### src/design/pe_data_pkg.sv
`default_nettype none

package pe_data_pkg;

    // Default array geometry used by the top level.
    localparam int NUM_PE_DEF = 4;
    localparam int ADDR_W_DEF = 6;

    // Operand and accumulator widths.
    localparam int OPERAND_W = 8;
    localparam int ACC_W     = 20;  // Holds 7 taps of 255 * 255.

    // Feature or weight byte.
    typedef logic [OPERAND_W-1:0] operand_t;

    // Operand memory address.
    typedef logic [ADDR_W_DEF-1:0] mem_addr_t;

    // Per-PE dot product result.
    typedef logic [ACC_W-1:0] acc_t;

    // One-hot processing element select.
    typedef logic [NUM_PE_DEF-1:0] pe_mask_t;

endpackage

`default_nettype wire
### src/design/loader_ctrl_pkg.sv
`default_nettype none

package loader_ctrl_pkg;

    // Tap count register.
    typedef logic [2:0] tap_cnt_t;

    localparam tap_cnt_t MAX_TAPS = 3'd7;

    // Loader sequencing.
    typedef enum logic [1:0] {
        IDLE,
        RUN,
        DRAIN
    } loader_state_t;

    // Enables toward the MAC array, one bit per PE in each field.
    typedef struct packed {
        pe_data_pkg::pe_mask_t feature_en;
        pe_data_pkg::pe_mask_t weight_en;
        pe_data_pkg::pe_mask_t acc_en;
    } pe_ctrl_t;

    // Run configuration seen by the loader.
    typedef struct packed {
        pe_data_pkg::mem_addr_t base_addr;
        tap_cnt_t               taps;
    } loader_cfg_t;

endpackage

`default_nettype wire

### src/design/conv_load_top.sv
`default_nettype none

module conv_load_top #(
    parameter int NUM_PE = pe_data_pkg::NUM_PE_DEF,
    parameter int ADDR_W = pe_data_pkg::ADDR_W_DEF
) (
    input  wire logic                  clk,
    input  wire logic                  rst_i,
    input  wire logic                  mem_we_i,
    input  wire logic [ADDR_W-1:0]     mem_waddr_i,
    input  wire pe_data_pkg::operand_t mem_wdata_i,
    input  wire logic                  cfg_we_i,
    input  wire logic                  cfg_sel_i,
    input  wire logic [7:0]            cfg_wdata_i,
    output logic      [7:0]            cfg_rdata_o,
    input  wire logic                  start_i,
    output logic                       busy_o,
    output logic                       done_o,
    output pe_data_pkg::acc_t          acc_o [NUM_PE]
);

    import pe_data_pkg::*;
    import loader_ctrl_pkg::*;

    loader_cfg_t cfg;
    mem_addr_t   rd_addr;
    pe_ctrl_t    ctrl;
    operand_t    mem_rdata;
    logic        clear;

    loader_cfg_regs i_cfg (
        .clk         (clk),
        .rst_i       (rst_i),
        .cfg_we_i    (cfg_we_i),
        .cfg_sel_i   (cfg_sel_i),
        .cfg_wdata_i (cfg_wdata_i),
        .cfg_rdata_o (cfg_rdata_o),
        .cfg_o       (cfg)
    );

    data_loader #(
        .NUM_PE (NUM_PE)
    ) i_loader (
        .clk       (clk),
        .rst_i     (rst_i),
        .start_i   (start_i),
        .cfg_i     (cfg),
        .rd_addr_o (rd_addr),
        .ctrl_o    (ctrl),
        .busy_o    (busy_o),
        .done_o    (done_o),
        .clear_o   (clear)
    );

    operand_mem #(
        .ADDR_W (ADDR_W)
    ) i_mem (
        .clk     (clk),
        .we_i    (mem_we_i),
        .waddr_i (mem_waddr_i),
        .wdata_i (mem_wdata_i),
        .raddr_i (rd_addr),
        .rdata_o (mem_rdata)
    );

    mac_array #(
        .NUM_PE (NUM_PE)
    ) i_mac (
        .clk     (clk),
        .rst_i   (rst_i),
        .clear_i (clear),
        .ctrl_i  (ctrl),
        .data_i  (mem_rdata),
        .acc_o   (acc_o)
    );

endmodule

`default_nettype wire

### src/design/mac_array.sv
`default_nettype none

module mac_array #(
    parameter int NUM_PE = 4
) (
    input  wire logic                      clk,
    input  wire logic                      rst_i,
    input  wire logic                      clear_i,
    input  wire loader_ctrl_pkg::pe_ctrl_t ctrl_i,
    input  wire pe_data_pkg::operand_t     data_i,
    output pe_data_pkg::acc_t              acc_o [NUM_PE]
);

    import pe_data_pkg::*;

    localparam int PROD_W = 2 * OPERAND_W;

    for (genvar g = 0; g < NUM_PE; g++) begin : g_pe
        operand_t          feat_q;
        operand_t          wgt;
        logic [PROD_W-1:0] prod;
        acc_t              acc_q;

        // Only a weight beat feeds the multiplier.
        assign wgt  = ctrl_i.weight_en[g] ? data_i : '0;
        assign prod = feat_q * wgt;

        always_ff @(posedge clk) begin
            if (ctrl_i.feature_en[g]) begin
                feat_q <= data_i;  // Held until the next feature.
            end
        end

        always_ff @(posedge clk) begin
            if (rst_i) begin
                acc_q <= '0;
            end else if (clear_i) begin
                acc_q <= '0;  // New run.
            end else if (ctrl_i.acc_en[g]) begin
                acc_q <= acc_q + acc_t'(prod);
            end
        end

        assign acc_o[g] = acc_q;
    end

endmodule

`default_nettype wire

### src/design/operand_mem.sv
`default_nettype none

module operand_mem #(
    parameter int ADDR_W = 6
) (
    input  wire logic                  clk,
    input  wire logic                  we_i,
    input  wire logic [ADDR_W-1:0]     waddr_i,
    input  wire pe_data_pkg::operand_t wdata_i,
    input  wire logic [ADDR_W-1:0]     raddr_i,
    output pe_data_pkg::operand_t      rdata_o
);

    import pe_data_pkg::*;

    localparam int DEPTH = 2 ** ADDR_W;

    operand_t mem [DEPTH];
    operand_t rdata_q;

    // Host write port.
    always_ff @(posedge clk) begin
        if (we_i) begin
            mem[waddr_i] <= wdata_i;
        end
    end

    // One cycle read latency.
    always_ff @(posedge clk) begin
        rdata_q <= mem[raddr_i];
    end

    assign rdata_o = rdata_q;

endmodule

`default_nettype wire

### src/design/data_loader.sv
`default_nettype none

module data_loader #(
    parameter int NUM_PE = 4
) (
    input  wire logic                         clk,
    input  wire logic                         rst_i,
    input  wire logic                         start_i,
    input  wire loader_ctrl_pkg::loader_cfg_t cfg_i,
    output pe_data_pkg::mem_addr_t            rd_addr_o,
    output loader_ctrl_pkg::pe_ctrl_t         ctrl_o,
    output logic                              busy_o,
    output logic                              done_o,
    output logic                              clear_o
);

    import pe_data_pkg::*;
    import loader_ctrl_pkg::*;

    localparam int STEP_W = $clog2(2 * NUM_PE * int'(MAX_TAPS));
    localparam int POS_W  = $clog2(2 * int'(MAX_TAPS));
    localparam int PE_W   = $clog2(NUM_PE);

    typedef logic [STEP_W-1:0] step_t;
    typedef logic [POS_W-1:0]  pos_t;
    typedef logic [PE_W-1:0]   pe_idx_t;

    loader_state_t state_q, state_d;
    mem_addr_t     base_q;
    step_t         step_q, step_d;
    step_t         last_step_q;
    pos_t          pos_q, pos_d;
    pos_t          pos_last_q;
    pe_idx_t       pe_q, pe_d;
    pe_mask_t      pe_sel;
    pe_ctrl_t      ctrl_d, ctrl_q;
    logic          start_ok;
    logic          done_q;

    assign busy_o   = (state_q != IDLE) || done_q;
    assign start_ok = start_i && !busy_o;  // Start is dropped while busy.
    assign clear_o  = start_ok;

    // Next step, position inside the PE block and PE index.
    always_comb begin
        state_d = state_q;
        step_d  = step_q;
        pos_d   = pos_q;
        pe_d    = pe_q;
        case (state_q)
            IDLE: begin
                if (start_ok) begin
                    state_d = RUN;
                    step_d  = '0;
                    pos_d   = '0;
                    pe_d    = '0;
                end
            end
            RUN: begin
                if (step_q == last_step_q) begin
                    state_d = DRAIN;  // Last enables still in flight.
                end else begin
                    step_d = step_q + step_t'(1);
                    if (pos_q == pos_last_q) begin
                        pos_d = '0;
                        pe_d  = pe_q + pe_idx_t'(1);
                    end else begin
                        pos_d = pos_q + pos_t'(1);
                    end
                end
            end
            DRAIN: state_d = IDLE;
            default: state_d = IDLE;
        endcase
    end

    // Decode the step into per-PE enables.
    always_comb begin
        pe_sel         = '0;
        pe_sel[pe_q]   = 1'b1;
        ctrl_d         = '0;
        if (state_q == RUN) begin
            if (pos_q[0]) begin
                ctrl_d.weight_en = pe_sel;
                ctrl_d.acc_en    = pe_sel;
            end else begin
                ctrl_d.feature_en = pe_sel;  // Even steps carry features.
            end
        end
    end

    always_ff @(posedge clk) begin
        if (rst_i) begin
            state_q     <= IDLE;
            base_q      <= '0;
            step_q      <= '0;
            last_step_q <= '0;
            pos_q       <= '0;
            pos_last_q  <= '0;
            pe_q        <= '0;
            ctrl_q      <= '0;
            done_q      <= 1'b0;
        end else begin
            state_q <= state_d;
            step_q  <= step_d;
            pos_q   <= pos_d;
            pe_q    <= pe_d;
            ctrl_q  <= ctrl_d;  // Aligns with the memory read latency.
            done_q  <= (state_q == DRAIN);
            if (start_ok) begin
                base_q      <= cfg_i.base_addr;
                last_step_q <= step_t'(2 * NUM_PE * int'(cfg_i.taps) - 1);
                pos_last_q  <= pos_t'(2 * int'(cfg_i.taps) - 1);
            end
        end
    end

    assign rd_addr_o = base_q + mem_addr_t'(step_q);
    assign ctrl_o    = ctrl_q;
    assign done_o    = done_q;

endmodule

`default_nettype wire

### src/design/loader_cfg_regs.sv
`default_nettype none

module loader_cfg_regs (
    input  wire logic                         clk,
    input  wire logic                         rst_i,
    input  wire logic                         cfg_we_i,
    input  wire logic                         cfg_sel_i,
    input  wire logic [7:0]                   cfg_wdata_i,
    output logic      [7:0]                   cfg_rdata_o,
    output loader_ctrl_pkg::loader_cfg_t      cfg_o
);

    import pe_data_pkg::*;
    import loader_ctrl_pkg::*;

    loader_cfg_t cfg_q;
    tap_cnt_t    taps_wr;

    // Zero is raised to one tap, large values saturate.
    always_comb begin
        if (cfg_wdata_i == 8'd0) begin
            taps_wr = tap_cnt_t'(1);
        end else if (cfg_wdata_i > 8'(MAX_TAPS)) begin
            taps_wr = MAX_TAPS;
        end else begin
            taps_wr = tap_cnt_t'(cfg_wdata_i);
        end
    end

    always_ff @(posedge clk) begin
        if (rst_i) begin
            cfg_q.base_addr <= '0;
            cfg_q.taps      <= tap_cnt_t'(3);
        end else if (cfg_we_i) begin
            if (cfg_sel_i) begin
                cfg_q.taps <= taps_wr;
            end else begin
                cfg_q.base_addr <= mem_addr_t'(cfg_wdata_i);
            end
        end
    end

    // Readback of the selected register.
    always_comb begin
        if (cfg_sel_i) begin
            cfg_rdata_o = 8'(cfg_q.taps);
        end else begin
            cfg_rdata_o = 8'(cfg_q.base_addr);
        end
    end

    assign cfg_o = cfg_q;

endmodule

`default_nettype wire

### config.mk
export PLATFORM = sky130hd
export DESIGN_NAME = conv_load_top
export DESIGN_NICKNAME = d
export VERILOG_FILES = /design/src/design/pe_data_pkg.sv /design/src/design/loader_ctrl_pkg.sv /design/src/design/conv_load_top.sv /design/src/design/mac_array.sv /design/src/design/operand_mem.sv /design/src/design/data_loader.sv /design/src/design/loader_cfg_regs.sv
export SDC_FILE = /design/constraint.sdc
export NUM_CORES = 1
export LEC_CHECK = 0
export BUFFER_PORTS_ARGS = -buffer_cell sky130_fd_sc_hd__buf_2
export CAP_MARGIN = 20
export CORE_UTILIZATION = 40
export CTS_BUF_LIST = sky130_fd_sc_hd__clkbuf_16
export CTS_CLUSTER_DIAMETER = 100
export DETAILED_ROUTE_END_ITERATION = 7
export GPL_TIMING_DRIVEN = 0
export PLACE_DENSITY = 0.58
export SLEW_MARGIN = 20
export SYNTH_ARGS = -nofsm -noshare
export SYNTH_HDL_FRONTEND = slang
export SYNTH_HIERARCHICAL = 1
export SYNTH_SLANG_ARGS = --single-unit
### constraint.sdc
create_clock -name clk -period 8.25 [get_ports clk]
set_input_delay 0.4125 -clock clk [delete_from_list [all_inputs] [get_ports clk]]
set_output_delay 0.4125 -clock clk [all_outputs]
set_load 0.02 [all_outputs]
# ---- Word level (Yosys, flattened, before mapping)
# Memory sizes are Yosys's and may differ from the RTL's. A register that Yosys moved wholly into a read port is not among the register bits.
# Cells that the tools add are included.
dict set report totals {
  mem_count 1
  out_inout_bits 90
  register_bits 160
  ram_bits 512
  wordCells 90
  inputBits 28
}
dict set report op_classes {
  n_eq_ne 8
  n_reduce_logical 16
  magnitude_cmp 3
  n_bitwise 3
  muxes 25
  n_addsub 10
  multipliers 4
}
# name depth word_bits read_ports rd_clocked_by_memory_dff wr line_no
set memory_table {}
lappend memory_table {i_mem.mem 64 8 1 1 1 operand_mem.sv:18} ;# operand_t mem [DEPTH];
# cell count
set ops {}
lappend ops {{20-bit by 16-bit adder with 20-bit output} 4}
lappend ops {{8-bit by 8-bit multiplier with 16-bit output} 4}
lappend ops {{8-bit 2-to-1 mux} 4}
lappend ops {{6-bit 2-to-1 mux} 3}
lappend ops {{4-bit 2-to-1 mux} 3}
lappend ops {{6-bit one-hot mux with 2 select lines} 1}
lappend ops {{2-bit 2-to-1 mux} 5}
lappend ops {{8-bit by 3-bit greater-than comparator with 1-bit output, second input constant} 1}
lappend ops {{8-bit logical NOT} 1}
lappend ops {{2-bit one-hot mux with 2 select lines} 2}
lappend ops {{4-bit one-hot mux with 2 select lines} 1}
lappend ops {{6-bit by 1-bit adder with 6-bit output, second input constant} 1}
lappend ops {{6-bit adder} 1}
lappend ops {{6-bit == test} 1}
lappend ops {{3-bit 2-to-1 mux} 2}
lappend ops {{2-bit AND reduction} 3}
lappend ops {{3-bit OR reduction} 2}
lappend ops {{6-bit by 1-bit subtractor with 6-bit output, second input constant} 1}
lappend ops {{4-bit by 1-bit adder with 4-bit output, second input constant} 1}
lappend ops {{4-bit == test} 1}
lappend ops {{2-bit by 1-bit != test with 1-bit output, second input constant} 2}
lappend ops {{2-bit != test, second input constant} 2}
lappend ops {{4-bit AND reduction} 1}
lappend ops {{2-bit nonzero test} 2}
lappend ops {{other kinds (15)} 20}

# ---- Longest topological paths before layout
dict set report depth {
  depth_word 6
  depth_mapped 21
  depth_no_buf 18
}

# ---- By module
# The synthesis kept the hierarchy.
# module cells_each area_each_um2 seq_area_each_um2 n_inst
set modules_own_cells {}
lappend modules_own_cells {operand_mem 940 20166.8 15534.9 1}
lappend modules_own_cells {mac_array 1715 15058.2 2562.5 1}
lappend modules_own_cells {data_loader 183 1691.6 660.6 1}
lappend modules_own_cells {loader_cfg_regs 47 435.4 180.2 1}

# ---- Worst setup path after synthesis
# Ideal clock, no wire load.
dict set report synth_timing {
  path_kind {register -> register}
  start {register i_loader.ctrl_q (netlist bit i_loader/ctrl_o[0])}
  end {register i_mac.g_pe[0].acc_q[16]}
  n_path_buf 4
  setup_ns 0.115
  period_less_slack_ns 5.000
  required_time_ns 8.135
  t_arrival_ns 4.885
  path_slack_ns 3.250
  path_stages_with_launch 20
  path_cell_list {dfxtp_1 buf_4 clkbuf_1 clkbuf_1 nand3_1 fa_1 fa_1 inv_1 fa_1 inv_1 fa_1 inv_1 ha_1 buf_6 a2111oi_4 o21ai_1 a311oi_2 o21ai_1 xor2_1 a31o_1}
}
dict set report synth_via {
  elab_chain_cells 3
}
# element line_no
set synth_lines {}
lappend synth_lines {{start: declaration} data_loader.sv:36} ;# pe_ctrl_t ctrl_d, ctrl_q;
lappend synth_lines {{start signal: assignment} data_loader.sv:108} ;# ctrl_q <= ctrl_d;
lappend synth_lines {{8-bit 2-to-1 mux} --}
lappend synth_lines {{8-bit by 8-bit multiplier with 16-bit output} --}
lappend synth_lines {{20-bit by 16-bit adder with 20-bit output} --}
lappend synth_lines {{end signal: assignment} mac_array.sv:40} ;# acc_q <= acc_q + acc_t'(prod);
lappend synth_lines {{end: declaration} mac_array.sv:22} ;# acc_t acc_q;
# Several ways; a longest one is shown, not always the timed one.
# A chain may end at the register's enable or synchronous reset.

# ---- Worst setup path in the final report
dict set report layout_timing {
  start {register i_mem.rdata_q[0], in the netlist i_mem/rdata_o[0], read port of i_mem.mem}
  end {register i_mac.g_pe[0].acc_q[16]}
}
dict set report layout_via {
  elab_chain_cells 3
}
# element line_no
set layout_lines {}
lappend layout_lines {{start: declaration} operand_mem.sv:19} ;# operand_t rdata_q;
lappend layout_lines {{8-bit 2-to-1 mux} mac_array.sv:25} ;# assign wgt = ctrl_i.weight_en[g] ? data_i : '0;
lappend layout_lines {{8-bit by 8-bit multiplier with 16-bit output} mac_array.sv:26} ;# assign prod = feat_q * wgt;
lappend layout_lines {{20-bit by 16-bit adder with 20-bit output} mac_array.sv:40}
# Every way passes these cells.

==> impl_metrics.env <==
export IMPL_p_int_w=0.00582
export IMPL_rsz0062_at_grt="false"
export IMPL_die_area_sq_um=94600
export IMPL_worstHoldEndpoint="i_cfg/cfg_o[8]"
export IMPL_final_antenna_net_count=0
export IMPL_routed_wl_microns=98900
export IMPL_fin_tns_setup_ns=0
export IMPL_synth_seq_cells=674
export IMPL_outcome="complete, no violations"
export IMPL_die_w_microns=308
export IMPL_start_util=0.406
export IMPL_r2r_setup_slack_ns=2.19
export IMPL_r2r_end="i_mac/g_pe[0].acc_q[16]"
export IMPL_drcViolationCount=0
export IMPL_grt_ovfl_total=0
export IMPL_synthAdderAreaFrac=0.167
export IMPL_hold_violations=0
export IMPL_synthSimpleGateAreaFrac=0.0956
export IMPL_cts_tree="done"
export IMPL_synth_edf_count=544
export IMPL_ir_worst_vdd_mv=0.205
export IMPL_fp_coreArea_sq_um=92100
export IMPL_yosys_warnings=6
export IMPL_muxShareOfSynthArea=0.101
export IMPL_cts_resized=0
export IMPL_drive_gt1_frac=0.140
export IMPL_clock_fmax_mhz=165
export IMPL_worstPathRequired_ns=8.77
export IMPL_p_switching_w=0.00192
export IMPL_final_core_utilization=0.457
export IMPL_grt_pass1_wl_microns=149000
export IMPL_crit_arrival_ns=6.58
export IMPL_via_per_inst=5.42
export IMPL_first_pass_iters=5
export IMPL_clock_skew_ns=0.0259
export IMPL_syn_area_sq_um=37400
export IMPL_hp_class="in -> reg"
export IMPL_ctsHoldBuffers=2
export IMPL_cts_made_buffers=78
export IMPL_pwr_share_clk=0.433
export IMPL_grtUsageTotal=0.210
export IMPL_io_pins=118
export IMPL_slew_violations=0
export IMPL_antenna_found_initial=4
export IMPL_p_seq_frac=0.486
export IMPL_cts_buffer_depth=3
export IMPL_final_min_clock_period_ns=6.06
export IMPL_p_leak_nw=16.8
export IMPL_p_sw_frac=0.248
export IMPL_wl_per_cell_microns=22.5
export IMPL_synth_xor_area_frac=0.00938
export IMPL_cts_setup_buffers=0
export IMPL_synth_area_per_cell_sq_um=12.9
export IMPL_pwr_share_comb=0.081
export IMPL_syn2layout_area_growth_pct=12.6
export IMPL_seq_area_frac_synth=0.507
export IMPL_syn_inst=2885
export IMPL_endpoint_kind="flop"
export IMPL_fin_crit_sh=0.735
export IMPL_r2r_cells=19
export IMPL_critPathMaxFanout=10
export IMPL_num_rows=111
export IMPL_clock_sinks=674
export IMPL_setup_viol=0
export IMPL_worstHoldPathCells=3
export IMPL_drt_iter0_markers=2111
export IMPL_power_density_nw_per_um2=184
export IMPL_ctsHtreeMaxLevel=3
export IMPL_hp_start="cfg_wdata_i[5]"
export IMPL_yosysUniqueCellTypes=86
export IMPL_grt_pass1_vias=23600
export IMPL_start_kind="flop"
export IMPL_worstSetupPathType="reg -> reg"
export IMPL_vias=23800
export IMPL_insertion_delay_ns=0.64
export IMPL_grt_max_degree=65
export IMPL_die_h_microns=308
export IMPL_maxCapViolations=0
export IMPL_diodes=0
export IMPL_portBuffers=110
export IMPL_ys_flop_type="edfxtp_1"
export IMPL_worstReg2RegStart="i_mem/rdata_o[0]"
export IMPL_synth_compound_area_frac=0.0609
export IMPL_gp_congestion=0.905
export IMPL_nets=3485
export IMPL_cts_root_buffer="clkbuf_16"
export IMPL_ys_async_sr_fraction=0
export IMPL_relSlewSlack=0.262
export IMPL_tightest_slew_ns=1.11
export IMPL_hpwl_microns=71000
export IMPL_cts_clk_slew_worst_paths_ns=0.06
export IMPL_synth_top_family_by_area="adder cells"
through the flow:
step | worst slack [ns] | power, W | area, sq um | instances | hold WS, ns
2_1_floorplan | 3.25 | 0.00417 | 37400 | 2886 | 0.454
3_3_place_gp | 2.20 | 0.00445 | 39500 | 4239 | 0.469
3_5_place_dp | 2.22 | 0.00446 | 39500 | 4241 | 0.469
4_1_cts | 2.17 | 0.00781 | 42000 | 4388 | 0.00241
5_1_grt | 1.96 | 0.00797 | 42100 | 4388 | 0.0332
6_report | 2.19 | 0.00773 | 42100 | 4388 | 0.0421
Yosys cell counts, types with 50 or more instances:
| master | n | area share |
|---|---|---|
| a21oi_1 | 75 | 0.010 |
| edfxtp_1 | 544 | 0.44 |
| nand2_1 | 121 | 0.012 |
| ha_1 | 176 | 0.059 |
| dfxtp_1 | 130 | 0.070 |
| nor2_1 | 177 | 0.018 |
| fa_1 | 201 | 0.11 |
| o21ai_0 | 50 | 0.0067 |
| nand3_1 | 109 | 0.015 |
| mux4_2 | 126 | 0.076 |
| inv_1 | 401 | 0.040 |
| and3_1 | 151 | 0.025 |
| mux2i_1 | 73 | 0.020 |
| clkbuf_1 | 91 | 0.0091 |
cells by family after synthesis:
logic type / count (synthesis)
AO/OA/AOI/OAI: 325
XOR/XNOR: 40
flip-flops: 674
buffers and inverters: 549
adder cells (fa/ha/maj): 377
other: 1
AND/OR/NAND/NOR: 703
multiplexers: 216
critical path, cell delays in order (launching register included):
cell and delay [ns]:
dfxtp_1 0.54, clkbuf_1 0.69, and2_1 0.22, clkbuf_1 0.27, nand2_1 0.13, fa_1 0.53, inv_1 0.06, fa_1 0.48
fa_1 0.56, inv_1 0.05, fa_1 0.47, inv_1 0.04, ha_1 0.27, buf_6 0.14, a2111oi_4 0.37, o21ai_1 0.22
a311oi_2 0.39, o21ai_1 0.14, xor2_1 0.15, a31o_1 0.21
layout by cell type, fill, tap and decap left out, drive strengths merged, types with 73 or more instances in the layout:
cell / count
edfxtp: 544
inv: 421
fa: 201
nor2: 178
ha: 176
clkbuf: 172
buf: 168
and3: 151
dfxtp: 130
mux4: 126
nand2: 121
nand3: 109
a21oi: 76
mux2i: 73
state kept, by name, indices dropped and copies added (netlist names), 6 cells and up:
register / cells
i_mem/mem: 512
i_mac/g_pe.acc_q: 80
i_mac/g_pe.feat_q: 32
i_cfg/cfg_o: 9
i_loader/ctrl_o: 8
i_mem/rdata_o: 8
i_loader/base_q: 6
i_loader/step_q: 6
power by group through the flow:
stage / sequential, W / combinational [W] / clock, W
2_1_floorplan: 0.00381 / 0.000356 / 0
3_3_place_gp: 0.00383 / 0.000619 / 0
3_5_place_dp: 0.00383 / 0.000625 / 0
4_1_cts: 0.00376 / 0.000627 / 0.00342
5_1_grt: 0.00376 / 0.000660 / 0.00354
6_report: 0.00376 / 0.000626 / 0.00335
how the worst max path moves through the flow:
| stage | start | to | slack, ns | depth (start not counted) |
|---|---|---|---|---|
| after floorplan | i_loader/ctrl_o[0] | i_mac/g_pe[0].acc_q[16] | 3.25 | 19 |
| after global placement | i_mem/rdata_o[0] | i_mac/g_pe[0].acc_q[16] | 2.20 | 19 |
| after detailed placement | i_mem/rdata_o[0] | i_mac/g_pe[0].acc_q[16] | 2.22 | 19 |
| after CTS | i_mem/rdata_o[0] | i_mac/g_pe[0].acc_q[16] | 2.17 | 19 |
| after global routing | i_mem/rdata_o[0] | i_mac/g_pe[0].acc_q[16] | 1.96 | 19 |
| final | i_mem/rdata_o[0] | i_mac/g_pe[0].acc_q[16] | 2.19 | 19 |
final cells by class:
| cell class | count | area, sq um |
|---|---|---|
| tap | 1243 | 1560 |
| fill | 8290 | 50000 |
| sequential | 674 | 18900 |
| multi-input combinational | 1663 | 16200 |
| clock inverter | 64 | 469 |
| inverter | 402 | 1510 |
| clock buffer | 81 | 2030 |
| timing repair buffer | 114 | 626 |
| buffer | 147 | 718 |
per-layer routing:
layer / global-route usage / up-vias / part of all wire
met3: 0.0331 / 165 / 0.066
met2: 0.348 / 832 / 0.48
li1: - / 10800 / -
met4: 0.0669 / 0 / 0.033
met5: 0 / - / 0
met1: 0.282 / 12000 / 0.42
Power figures use the tool's default switching activity.
